[src/rtl/soc_config.svh]
`ifndef SOC_CONFIG_SVH
`define SOC_CONFIG_SVH

//////////////////////
// address map
//////////////////////

// byte base of the data RAM
`define SOC_RAM_BASE 16'h0000
// word address width for 16 words
`define SOC_RAM_ADDR_W 4
// byte base of the control registers
`define SOC_REG_BASE 16'h1000
// LED, BTN, BAUD, TXDATA, RXDATA, STATUS
`define SOC_REG_WORDS 6

// board I/O
`define SOC_LED_W 4
// clocks per serial bit after reset
`define SOC_BAUD_RESET 16'h0364

`endif
[src/rtl/soc_pkg.sv]
`include "soc_config.svh"

package soc_pkg;

  // bus widths
  typedef logic [15:0] wb_addr_t;
  typedef logic [31:0] wb_data_t;

  // serial side
  typedef logic [7:0]  uart_byte_t;
  typedef logic [15:0] baud_div_t;

  // buttons and LEDs share one width
  typedef logic [`SOC_LED_W-1:0] led_t;

  typedef enum logic [1:0] {
    TX_IDLE,
    TX_START,
    TX_DATA,
    TX_STOP
  } uart_tx_state_t;

  typedef enum logic [1:0] {
    RX_IDLE,
    RX_START,
    RX_DATA,
    RX_STOP
  } uart_rx_state_t;

endpackage

[src/rtl/soc_top.sv]
`timescale 1ns/1ps

module soc_top
  import soc_pkg::*;
  (
    input  logic     clk_i,
    input  logic     anrst_i,
    input  logic     wb_cyc_i,
    input  logic     wb_stb_i,
    input  logic     wb_we_i,
    input  wb_addr_t wb_adr_i,
    input  wb_data_t wb_dat_i,
    output wb_data_t wb_dat_o,
    output logic     wb_ack_o,
    input  logic     uart_rx_i,
    output logic     uart_tx_o,
    input  led_t     btn_i,
    output led_t     led_o
  );

  logic [1:0] rst_sync;
  logic       rst_n;

  // bus fan-out
  logic       ram_stb;
  logic       reg_stb;
  wb_data_t   ram_dat;
  wb_data_t   reg_dat;
  logic       ram_ack;
  logic       reg_ack;

  // register block to UART
  baud_div_t  baud_div;
  uart_byte_t tx_data;
  logic       tx_start;
  logic       tx_busy;
  uart_byte_t rx_data;
  logic       rx_strobe;

  //////////////////////
  // reset
  //////////////////////

  // asserts at once, releases on the second edge
  always_ff @(posedge clk_i, negedge anrst_i) begin
    if (!anrst_i) begin
      rst_sync <= 2'b00;
    end else begin
      rst_sync <= {rst_sync[0], 1'b1};
    end
  end

  assign rst_n = rst_sync[1];

  //////////////////////
  // blocks
  //////////////////////

  soc_bus_decoder u_decoder (
    .clk_i     (clk_i),
    .anrst_i   (rst_n),
    .cyc_i     (wb_cyc_i),
    .stb_i     (wb_stb_i),
    .adr_i     (wb_adr_i),
    .dat_o     (wb_dat_o),
    .ack_o     (wb_ack_o),
    .ram_stb_o (ram_stb),
    .reg_stb_o (reg_stb),
    .ram_dat_i (ram_dat),
    .ram_ack_i (ram_ack),
    .reg_dat_i (reg_dat),
    .reg_ack_i (reg_ack)
  );

  soc_ram u_ram (
    .clk_i   (clk_i),
    .anrst_i (rst_n),
    .cyc_i   (wb_cyc_i),
    .stb_i   (ram_stb),
    .we_i    (wb_we_i),
    .adr_i   (wb_adr_i),
    .dat_i   (wb_dat_i),
    .dat_o   (ram_dat),
    .ack_o   (ram_ack)
  );

  soc_ctrl_regs u_regs (
    .clk_i       (clk_i),
    .anrst_i     (rst_n),
    .cyc_i       (wb_cyc_i),
    .stb_i       (reg_stb),
    .we_i        (wb_we_i),
    .adr_i       (wb_adr_i),
    .dat_i       (wb_dat_i),
    .dat_o       (reg_dat),
    .ack_o       (reg_ack),
    .btn_i       (btn_i),
    .led_o       (led_o),
    .baud_div_o  (baud_div),
    .tx_data_o   (tx_data),
    .tx_start_o  (tx_start),
    .tx_busy_i   (tx_busy),
    .rx_data_i   (rx_data),
    .rx_strobe_i (rx_strobe)
  );

  soc_uart u_uart (
    .clk_i       (clk_i),
    .anrst_i     (rst_n),
    .baud_div_i  (baud_div),
    .tx_data_i   (tx_data),
    .tx_start_i  (tx_start),
    .tx_busy_o   (tx_busy),
    .uart_tx_o   (uart_tx_o),
    .uart_rx_i   (uart_rx_i),
    .rx_data_o   (rx_data),
    .rx_strobe_o (rx_strobe)
  );

endmodule

[src/rtl/soc_bus_decoder.sv]
`timescale 1ns/1ps
`include "soc_config.svh"

module soc_bus_decoder
  import soc_pkg::*;
  (
    input  logic     clk_i,
    input  logic     anrst_i,
    input  logic     cyc_i,
    input  logic     stb_i,
    input  wb_addr_t adr_i,
    output wb_data_t dat_o,
    output logic     ack_o,
    output logic     ram_stb_o,
    output logic     reg_stb_o,
    input  wb_data_t ram_dat_i,
    input  logic     ram_ack_i,
    input  wb_data_t reg_dat_i,
    input  logic     reg_ack_i
  );

  localparam wb_addr_t RAM_SPAN = wb_addr_t'(4 << `SOC_RAM_ADDR_W);
  localparam wb_addr_t REG_SPAN = wb_addr_t'(4 * `SOC_REG_WORDS);

  wb_addr_t ram_off;
  wb_addr_t reg_off;
  logic     ram_hit;
  logic     reg_hit;
  logic     miss_ack;

  // offsets wrap below the base, so one compare covers both ends
  assign ram_off = adr_i - wb_addr_t'(`SOC_RAM_BASE);
  assign reg_off = adr_i - wb_addr_t'(`SOC_REG_BASE);
  assign ram_hit = (ram_off < RAM_SPAN);
  assign reg_hit = (reg_off < REG_SPAN) & ~ram_hit;

  assign ram_stb_o = stb_i & ram_hit;
  assign reg_stb_o = stb_i & reg_hit;

  // unmapped addresses get their own ack one cycle later
  always_ff @(posedge clk_i, negedge anrst_i) begin
    if (!anrst_i) begin
      miss_ack <= 1'b0;
    end else begin
      miss_ack <= cyc_i & stb_i & ~ram_hit & ~reg_hit & ~miss_ack;
    end
  end

  assign dat_o = ram_hit ? ram_dat_i : (reg_hit ? reg_dat_i : '0);
  assign ack_o = ram_hit ? ram_ack_i : (reg_hit ? reg_ack_i : miss_ack);

endmodule

[src/rtl/soc_ctrl_regs.sv]
`timescale 1ns/1ps
`include "soc_config.svh"

module soc_ctrl_regs
  import soc_pkg::*;
  (
    input  logic       clk_i,
    input  logic       anrst_i,
    input  logic       cyc_i,
    input  logic       stb_i,
    input  logic       we_i,
    input  wb_addr_t   adr_i,
    input  wb_data_t   dat_i,
    output wb_data_t   dat_o,
    output logic       ack_o,
    input  led_t       btn_i,
    output led_t       led_o,
    output baud_div_t  baud_div_o,
    output uart_byte_t tx_data_o,
    output logic       tx_start_o,
    input  logic       tx_busy_i,
    input  uart_byte_t rx_data_i,
    input  logic       rx_strobe_i
  );

  wb_addr_t   offset;
  logic [2:0] sel;
  logic       access;
  logic       wr;
  logic       rd;
  logic       tx_pend;
  logic       tx_active;
  led_t       btn_meta;
  led_t       btn_sync;
  uart_byte_t rx_byte;
  logic       rx_valid;
  logic       rx_overrun;

  assign offset = adr_i - wb_addr_t'(`SOC_REG_BASE);
  assign sel    = offset[4:2];
  assign access = cyc_i & stb_i & ~ack_o;
  assign wr     = access & we_i;
  assign rd     = access & ~we_i;

  // busy from the TXDATA write until the frame ends
  assign tx_active = tx_busy_i | tx_pend | tx_start_o;

  always_ff @(posedge clk_i, negedge anrst_i) begin
    if (!anrst_i) begin
      ack_o      <= 1'b0;
      led_o      <= '0;
      baud_div_o <= baud_div_t'(`SOC_BAUD_RESET);
      tx_pend    <= 1'b0;
      tx_start_o <= 1'b0;
      btn_meta   <= '0;
      btn_sync   <= '0;
      rx_valid   <= 1'b0;
      rx_overrun <= 1'b0;
    end else begin
      ack_o      <= access;
      btn_meta   <= btn_i;
      btn_sync   <= btn_meta;
      // start goes out the cycle after the ack
      tx_start_o <= tx_pend;
      tx_pend    <= 1'b0;
      if (wr && sel == 3'd0) begin
        led_o <= led_t'(dat_i);
      end
      if (wr && sel == 3'd2) begin
        baud_div_o <= baud_div_t'(dat_i);
      end
      // dropped while a frame is under way
      if (wr && sel == 3'd3 && !tx_active) begin
        tx_pend <= 1'b1;
      end
      if (rd && sel == 3'd4) begin
        rx_valid   <= 1'b0;
        rx_overrun <= 1'b0;
      end
      if (rx_strobe_i) begin
        if (rx_valid && !(rd && sel == 3'd4)) begin
          rx_overrun <= 1'b1;
        end else begin
          rx_valid <= 1'b1;
        end
      end
    end
  end

  always_ff @(posedge clk_i) begin
    if (wr && sel == 3'd3 && !tx_active) begin
      tx_data_o <= uart_byte_t'(dat_i);
    end
    // first byte is kept on overrun
    if (rx_strobe_i && (!rx_valid || (rd && sel == 3'd4))) begin
      rx_byte <= rx_data_i;
    end
    if (rd) begin
      case (sel)
        3'd0:    dat_o <= wb_data_t'(led_o);
        3'd1:    dat_o <= wb_data_t'(btn_sync);
        3'd2:    dat_o <= wb_data_t'(baud_div_o);
        3'd4:    dat_o <= wb_data_t'(rx_byte);
        3'd5:    dat_o <= wb_data_t'({rx_overrun, rx_valid, tx_active});
        default: dat_o <= '0;
      endcase
    end
  end

endmodule

[src/rtl/soc_uart.sv]
`timescale 1ns/1ps

module soc_uart
  import soc_pkg::*;
  (
    input  logic       clk_i,
    input  logic       anrst_i,
    input  baud_div_t  baud_div_i,
    input  uart_byte_t tx_data_i,
    input  logic       tx_start_i,
    output logic       tx_busy_o,
    output logic       uart_tx_o,
    input  logic       uart_rx_i,
    output uart_byte_t rx_data_o,
    output logic       rx_strobe_o
  );

  //////////////////////
  // transmitter
  //////////////////////

  uart_tx_state_t tx_state;
  baud_div_t      tx_div;
  baud_div_t      tx_cnt;
  logic [2:0]     tx_idx;
  uart_byte_t     tx_shift;

  always_ff @(posedge clk_i, negedge anrst_i) begin
    if (!anrst_i) begin
      tx_state <= TX_IDLE;
      tx_cnt   <= '0;
      tx_idx   <= '0;
    end else if (tx_state == TX_IDLE) begin
      if (tx_start_i) begin
        tx_state <= TX_START;
        tx_cnt   <= baud_div_i - 1'b1;
      end
    end else if (tx_cnt != '0) begin
      tx_cnt <= tx_cnt - 1'b1;
    end else begin
      // end of one bit time
      tx_cnt <= tx_div - 1'b1;
      case (tx_state)
        TX_START: begin
          tx_state <= TX_DATA;
          tx_idx   <= '0;
        end
        TX_DATA: begin
          tx_idx <= tx_idx + 1'b1;
          if (tx_idx == 3'd7) begin
            tx_state <= TX_STOP;
          end
        end
        default: tx_state <= TX_IDLE;
      endcase
    end
  end

  // byte and divisor are latched per frame, so BAUD changes wait for the next one
  always_ff @(posedge clk_i) begin
    if (tx_state == TX_IDLE && tx_start_i) begin
      tx_shift <= tx_data_i;
      tx_div   <= baud_div_i;
    end else if (tx_state == TX_DATA && tx_cnt == '0) begin
      tx_shift <= tx_shift >> 1;
    end
  end

  always_comb begin
    case (tx_state)
      TX_START: uart_tx_o = 1'b0;
      TX_DATA:  uart_tx_o = tx_shift[0];
      default:  uart_tx_o = 1'b1;
    endcase
  end

  assign tx_busy_o = (tx_state != TX_IDLE);

  //////////////////////
  // receiver
  //////////////////////

  uart_rx_state_t rx_state;
  logic           rx_meta;
  logic           rx_sync;
  logic           rx_prev;
  baud_div_t      rx_div;
  baud_div_t      rx_cnt;
  logic [2:0]     rx_idx;
  uart_byte_t     rx_shift;

  // two-flop synchronizer and one more flop for edge detect
  always_ff @(posedge clk_i, negedge anrst_i) begin
    if (!anrst_i) begin
      rx_meta <= 1'b1;
      rx_sync <= 1'b1;
      rx_prev <= 1'b1;
    end else begin
      rx_meta <= uart_rx_i;
      rx_sync <= rx_meta;
      rx_prev <= rx_sync;
    end
  end

  always_ff @(posedge clk_i, negedge anrst_i) begin
    if (!anrst_i) begin
      rx_state    <= RX_IDLE;
      rx_cnt      <= '0;
      rx_idx      <= '0;
      rx_strobe_o <= 1'b0;
    end else begin
      rx_strobe_o <= 1'b0;
      if (rx_state == RX_IDLE) begin
        if (rx_prev && !rx_sync) begin
          // half a bit to the start bit centre
          rx_state <= RX_START;
          rx_cnt   <= (baud_div_i >> 1) - 1'b1;
        end
      end else if (rx_cnt != '0) begin
        rx_cnt <= rx_cnt - 1'b1;
      end else begin
        rx_cnt <= rx_div - 1'b1;
        case (rx_state)
          RX_START: begin
            // line high again means a glitch
            rx_state <= rx_sync ? RX_IDLE : RX_DATA;
            rx_idx   <= '0;
          end
          RX_DATA: begin
            rx_idx <= rx_idx + 1'b1;
            if (rx_idx == 3'd7) begin
              rx_state <= RX_STOP;
            end
          end
          default: begin
            rx_state    <= RX_IDLE;
            rx_strobe_o <= 1'b1;
          end
        endcase
      end
    end
  end

  always_ff @(posedge clk_i) begin
    if (rx_state == RX_IDLE && rx_prev && !rx_sync) begin
      rx_div <= baud_div_i;
    end else if (rx_state == RX_DATA && rx_cnt == '0) begin
      rx_shift <= {rx_sync, rx_shift[7:1]};
    end
  end

  // shift register is stable from the stop bit on
  assign rx_data_o = rx_shift;

endmodule

[src/rtl/soc_ram.sv]
`timescale 1ns/1ps
`include "soc_config.svh"

module soc_ram
  import soc_pkg::*;
  #(
    parameter int ADDR_W = `SOC_RAM_ADDR_W
  )
  (
    input  logic     clk_i,
    input  logic     anrst_i,
    input  logic     cyc_i,
    input  logic     stb_i,
    input  logic     we_i,
    input  wb_addr_t adr_i,
    input  wb_data_t dat_i,
    output wb_data_t dat_o,
    output logic     ack_o
  );

  wb_data_t          mem [0:(2**ADDR_W)-1];
  logic [ADDR_W-1:0] word_addr;
  logic              access;

  // byte address to word index
  assign word_addr = adr_i[ADDR_W+1:2];

  // a new cycle, not the one just acknowledged
  assign access = cyc_i & stb_i & ~ack_o;

  always_ff @(posedge clk_i, negedge anrst_i) begin
    if (!anrst_i) begin
      ack_o <= 1'b0;
    end else begin
      ack_o <= access;
    end
  end

  // write and read both land on the ack edge
  always_ff @(posedge clk_i) begin
    if (access) begin
      if (we_i) begin
        mem[word_addr] <= dat_i;
      end else begin
        dat_o <= mem[word_addr];
      end
    end
  end

endmodule

[config.mk]
export PLATFORM = sky130hd
export DESIGN_NAME = soc_top
export DESIGN_NICKNAME = d
export VERILOG_FILES = /design/src/rtl/soc_pkg.sv /design/src/rtl/soc_top.sv /design/src/rtl/soc_bus_decoder.sv /design/src/rtl/soc_ctrl_regs.sv /design/src/rtl/soc_uart.sv /design/src/rtl/soc_ram.sv
export VERILOG_INCLUDE_DIRS = /design/src /design/src/rtl
export SDC_FILE = /design/constraint.sdc
export NUM_CORES = 1
export LEC_CHECK = 0
export BUFFER_PORTS_ARGS = -buffer_cell sky130_fd_sc_hd__buf_2
export CORE_MARGIN = 5
export CORE_UTILIZATION = 55
export CTS_CLUSTER_SIZE = 25
export DETAILED_ROUTE_END_ITERATION = 16
export PLACE_DENSITY = 0.72
export SKIP_CTS_REPAIR_TIMING = 1
export SYNTH_ARGS = -nofsm -noshare
export SYNTH_HDL_FRONTEND = slang
export SYNTH_SLANG_ARGS = --single-unit
[constraint.sdc]
create_clock -name clk_i -period 3.81 [get_ports clk_i]
set_input_delay 0.762 -clock clk_i [delete_from_list [all_inputs] [get_ports clk_i]]
set_output_delay 0.762 -clock clk_i [all_outputs]
set_load 0.005 [all_outputs]
Word-level counts from Yosys, hierarchy flattened:

Memories as Yosys holds them, arrays and structs flattened. A register that Yosys moved wholly into a read port is not among the register bits.
Index checks and enable logic that the tools add are counted.

* bitwise operators: 26
* equality and inequality tests: 17
* multiplexer cells: 40
* reduce and logical (&&, ||, !) cells: 36
* magnitude comparators: 2
* add/sub/neg operators: 9

Operator list (count)
* $mux W16: 6
* $pmux W16 S5: 1
* $sub A16 B1 Y16 const B: 5
* $mux W32: 2
* $logic_not A16 Y1: 2
* $reduce_bool A16 Y1: 2
* $mux W2: 9
* $lt A16 B5 Y1 const B: 1
* $lt A16 B7 Y1 const B: 1
* $mux W8: 2
* $sub A15 B1 Y16 const B: 1
* $sub A16 B13 Y16 const B: 1
* $mux W1: 15
* $and A1 B1 Y1: 13
* $logic_and A1 B1 Y1: 13
* $eq A3 B3 Y1 const B: 4
* $pmux W3 S2: 2
* $reduce_and A3 Y1: 4
* $not A1 Y1: 11
* $pmux W2 S2: 2
* $reduce_bool A2 Y1: 4
* $add A3 B1 Y3 const B: 2
* $eq A3 B2 Y1 const B: 2
* $ne A3 B1 Y1 const B: 2
* 13 further kinds: 23

* input bits: 58
* memory bits (writable): 512
* register bits: 179
* memories kept: 1
* output and inout port bits: 38
* logic and storage cells: 160

Memory list
* u_ram.mem: words 16, bits a word 32, read ports 1, clocked after memory_dff 1, wr ports 1, RTL line soc_ram.sv:21 `wb_data_t mem [0:(2**ADDR_W)-1];`

Logic depth before layout (Yosys ltp):

* depth in word-level cells: 12
* mapped depth: 14
* mapped depth without buffers: 12

Cells and area by module:

Synthesis repeated with hierarchy kept, for this count alone.

* cell total of the unflattened synthesis: 1556
* area, all modules: 28449.8 um^2

By module, submodules not included
* soc_ram: times used 1, cells an instance 847, area each 20254.4 um^2, seq. area each 16360.7 um^2
* soc_uart: times used 1, cells an instance 487, area each 5016.1 um^2, seq. area each 2596.2 um^2
* soc_ctrl_regs: times used 1, cells an instance 162, area each 2598.7 um^2, seq. area each 1793.0 um^2
* soc_bus_decoder: times used 1, cells an instance 57, area each 526.8 um^2, seq. area each 25.0 um^2
* soc_top: times used 1, cells an instance 3, area each 53.8 um^2, seq. area each 50.0 um^2

Worst setup path before layout:

Ideal clock, no wire load.

* kind: in2reg
* start point: input port wb_adr_i[11]
* end point: register u_ram.dat_o[0], read port of u_ram.mem (enable)
* data arrival time: 4403 ps
* required time: 3308 ps
* path slack: -1094 ps
* setup time: 502 ps
* path buffers: 0
* stages on the path: 3
* cells stage by stage: nor4_1 -> nand4_1 -> nor4_1

* word-level cells in the longest chain between the ends: 5

Ends and longest elaborated chain
* start, declared: RTL line soc_top.sv:11 `input wb_addr_t wb_adr_i,`
* $lt A16 B7 Y1: RTL line soc_bus_decoder.sv:34 `assign ram_hit = (ram_off < RAM_SPAN);`
* $and A1 B1 Y1: RTL line soc_bus_decoder.sv:37 `assign ram_stb_o = stb_i & ram_hit;`
* $and A1 B1 Y1 (2 in a row): RTL line soc_ram.sv:29 `assign access = cyc_i & stb_i & ~ack_o;`
* $reduce_and A2 Y1 (no source line)
* end, declared: RTL line soc_ram.sv:17 `output wb_data_t dat_o,`

No other way between the ends.
A chain may end at the register's enable or synchronous reset.

Worst setup path in the final report:

* start point: register u_uart.rx_state[0]
* end point: register u_uart.rx_cnt[14]

* word-level cells in the longest chain between the ends: 2
* elaborated cells on any way between the ends: 3
* classes of those cells: 1 x eq/ne; 1 x mux; 1 x reduce/logical

Ends and longest elaborated chain
* start, declared: RTL line soc_uart.sv:83 `uart_rx_state_t rx_state;`
* start signal, assigned: RTL line soc_uart.sv:126 `rx_state <= rx_sync ? RX_IDLE : RX_DATA;`
* $logic_not A2 Y1 *: RTL line soc_uart.sv:113 `if (rx_state == RX_IDLE) begin`
* $ne A2 B2 Y1 (no source line) / $mux W16 (equally long branches)
* end signal, assigned: RTL line soc_uart.sv:117 `rx_cnt <= (baud_div_i >> 1) - 1'b1;`
* end signal, assigned: RTL line soc_uart.sv:120 `rx_cnt <= rx_cnt - 1'b1;`
* end signal, assigned: RTL line soc_uart.sv:122 `rx_cnt <= rx_div - 1'b1;`
* end, declared: RTL line soc_uart.sv:88 `baud_div_t rx_cnt;`

Mark *: on every way between the ends. The rest lies on a longest branch, timed or not.

==> flow_summary_export.csv <==
group,metric,value,unit
run_status,status,"complete, no violations",
cts,cts_tree,"yes",
die,num_rows,83,
synthesis,ys_ff_latch,707,
timing,finalCritPeriodShare,90.7,%
synthesis,synth-edff-count,624,
timing,relSlewSlack,39.1,%
die,coreArea,51000,sq um
detailed_routing,ant_nets,0,
synthesis,postSynth.asyncResetShare,11.7,%
setup_path,crit_chain,"inv_1 > ha_1 > inv_1 > o21ai_0 > ha_1 > o211ai_1 > a31oi_1 > nand3_1 > o211a_1 > nor3_1",
die,ios,96,
detailed_routing,first_iter_violations,1583,
cts,clock_latency,0.60,ns
final_layout,final_area,32300,sq um
setup_path,worstPathArrival,3.96,ns
synthesis,synth.avg_cell_area,19.4,sq um
synthesis,yosysSeqAreaShare,73.9,%
synthesis,syn-num-nets,1524,
synthesis,yosysTopAreaCell,"edfxtp_1",
setup_path,critPathLaunch,"u_uart.rx_state[0]$_DFFE_PN0P_",
place,portBuffers,93,
global_route,track_usage,22.5,%
synthesis,yosys_warnings,0,
cts,h-tree-depth,3,
pwr,p_leak,10.8,nW
timing,rsz0062_at_grt,"false",
pwr,ir_worst_vdd,408,uV
setup_path,crit_required,4.32,ns
setup_path,path_class,"reg -> reg",
job,max_cap_violations,0,
pwr,powerDensity,557,nW/um^2
synthesis,ys_top_cells_by_area,"edfxtp_1, mux4_2, dfrtp_1",
global_route,grt_max_degree,61,
timing,fin_worst_skew,0.0249,ns
synthesis,synth_compound_area_share,4.16,%
synthesis,netlist.area_leader.share,66.5,%
synthesis,synth_xor_xnor_area_share,0.528,%
synthesis,synthFlopType,"edfxtp_1",
synthesis,syn_inst,1454,
place,place_congestion,0.837,
place,place_hpwl,36.9,mm
synthesis,synth.most_common_cell,"edfxtp_1",
final_layout,area_delta_synth_final,14.8,%
die,die_width,236,um
setup_path,critPathBufInv,2,
setup_path,critical_path.max_fanout,21,
place,post_dp_cell_area,30100,sq um
detailed_routing,drc_errors,0,
die,dieArea,55900,sq um
synthesis,synth.area.mux_share,15.0,%
cts,root_buffer,"clkbuf_16",
final_layout,drive_above_1_share,30.6,%
cts,cts_buffers,73,
pwr,total_power,18.0,mW
hold_path,min-delay-start,"uart_rx_i",
setup_path,cp-end-kind,"flip-flop",
synthesis,synth_top_family_by_area,"multiplexers",
detailed_routing,viasPerCell,6.27,
setup_path,r2r_start,"u_uart.rx_state[0]$_DFFE_PN0P_",
synthesis,synth_cell_types,73,
cts,path_clk_slew,0.06,ns
timing,layout_min_cycle_time,3.45,ns
timing,setup_viol,0,
hold_path,hold_class,"in -> reg",
global_route,grt_antenna_before_repair,3,
detailed_routing,post_drt_wl_per_cell,26.6,um
detailed_routing,vias,14800,
setup_path,crit_slowest_cell,"ha_1",
synthesis,synth_fa_ha_area_share,0.533,%
final_layout,nNetsFinal,1695,
synthesis,synth_area,28200,sq um
timing,worst_slew_pin_slew,0.912,ns
setup_path,path_delay_family,"compound AO/OA/AOI/OAI gates",
timing,slew_violations,0,
global_route,grt_pass1_wl,95.2,mm
timing,hold_viol_final,0,
setup_path,crit_path_start_kind,"flip-flop",
setup_path,cp_slowest_stage_delay,0.73,ns
die,initial_utilization,55.3,%
synthesis,yosys-top-cells-count,"edfxtp_1, mux4_2, dfrtp_1",
synthesis,synthSimpleGateAreaFrac,4.67,%
global_route,grt_pass1_vias,15100,
detailed_routing,routed_wl,62.8,mm
die,die_y,236,um
cts,clock_tree.buffer_depth,3,
cts,cts.sinks,707,
timing,fmax,290,MHz
global_route,overflow,0,
detailed_routing,first_pass_iters,5,
[sequential cells by signal, summed over array words and instances (netlist names), 3 cells and up]
| signal | flops |
|---|---|
| u_ram.mem | 512 |
| u_ram.dat_o | 32 |
| u_regs.baud_div_o | 16 |
| u_regs.dat_o | 16 |
| u_uart.rx_cnt | 16 |
| u_uart.rx_div | 16 |
| u_uart.tx_cnt | 16 |
| u_uart.tx_div | 16 |
| u_regs.rx_byte | 8 |
| u_regs.tx_data_o | 8 |
| u_uart.rx_data_o | 8 |
| u_uart.tx_shift | 8 |
| u_regs.btn_meta | 4 |
| u_regs.btn_sync | 4 |
| u_regs.led_o | 4 |
| u_uart.rx_idx | 3 |
| u_uart.tx_idx | 3 |
[cells in the final DEF (no fill, tap or decap), types with 14 or more instances in the layout]
| cell | count |
|---|---|
| nand3_1 | 18 |
| a22o_1 | 17 |
| a21oi_1 | 32 |
| and2_1 | 21 |
| nor2_1 | 61 |
| o21ai_0 | 29 |
| inv_1 | 14 |
| edfxtp_1 | 624 |
| buf_4 | 63 |
| mux2_2 | 45 |
| nor4_1 | 15 |
| nand2_1 | 46 |
| clkinv_1 | 15 |
| clkbuf_16 | 74 |
| clkbuf_1 | 22 |
| dfrtp_1 | 74 |
| mux4_2 | 160 |
| buf_2 | 90 |
[final timing paths]
kind	slack, ns	cells after the start	end
worst max-delay path	0.36	10	u_uart.rx_cnt[14]$_DFFE_PN0P_
worst min-delay path	0.27	1	u_uart.rx_meta$_DFF_PN1_
worst max register to register	0.36	10	u_uart.rx_cnt[14]$_DFFE_PN0P_
worst min register to register	0.35	0	rst_sync[1]$_DFF_PN0_
max in group asynchronous	2.48	1	u_regs.ack_o$_DFF_PN0_
min in group asynchronous	0.41	0	u_uart.rx_cnt[7]$_DFFE_PN0P_
[logic make-up after synthesis]
family	count (synthesis)
XOR/XNOR	17
adder cells (fa/ha/maj)	12
buffers and inverters	85
multiplexers	215
flip-flops	707
other	1
AND/OR/NAND/NOR	254
AO/OA/AOI/OAI	163
[per-layer routing]
metal	GRT usage (%)	vias up	share of wire, %
met5	0	-	0.011
met4	5.61	2	2.1
met3	4.51	91	8.2
met2	36.3	700	49
met1	32.5	7720	41
li1	-	6311	-
[where the power goes]
group | internal [mW] | switching (mW)
Sequential | 8.64 | 0.214
Clock | 3.96 | 2.80
Combinational | 1.03 | 1.36
Total | 13.6 | 4.37
[area by class of cell]
type / instances / area [sq um]
antenna: 2 / 5.00
timing repair buffer: 166 / 1160
fill: 3409 / 18600
clock inverter: 33 / 298
sequential: 707 / 20800
inverter: 15 / 56.3
clock buffer: 98 / 1960
multi-input combinational: 662 / 7180
tap: 680 / 851
[worst register-to-register path, cell delays in order (launching register included)]
cell      delay, ns
dfrtp_1        0.40
inv_1          0.11
ha_1           0.73
inv_1          0.16
o21ai_0        0.27
ha_1           0.33
o211ai_1       0.20
a31oi_1        0.53
nand3_1        0.19
o211a_1        0.24
nor3_1         0.19
[stage by stage]
stage / hold slack [ns] / TNS [ns] / instances / worst slack, ns / utilization (%)
3_5_place_dp: 0.341 / 0 / 2229 / 0.297 / 59.0
5_1_grt: 0.233 / 0 / 2362 / 0.0898 / 63.4
6_report: 0.267 / 0 / 2363 / 0.356 / 63.4
3_3_place_gp: 0.336 / 0 / 2229 / 0.407 / 59.0
2_1_floorplan: 0.331 / -3.92 / 1454 / -0.0286 / -
4_1_cts: -0.0969 / 0 / 2360 / 0.428 / 63.4
No activity file was read; power rests on OpenSTA's default activity.
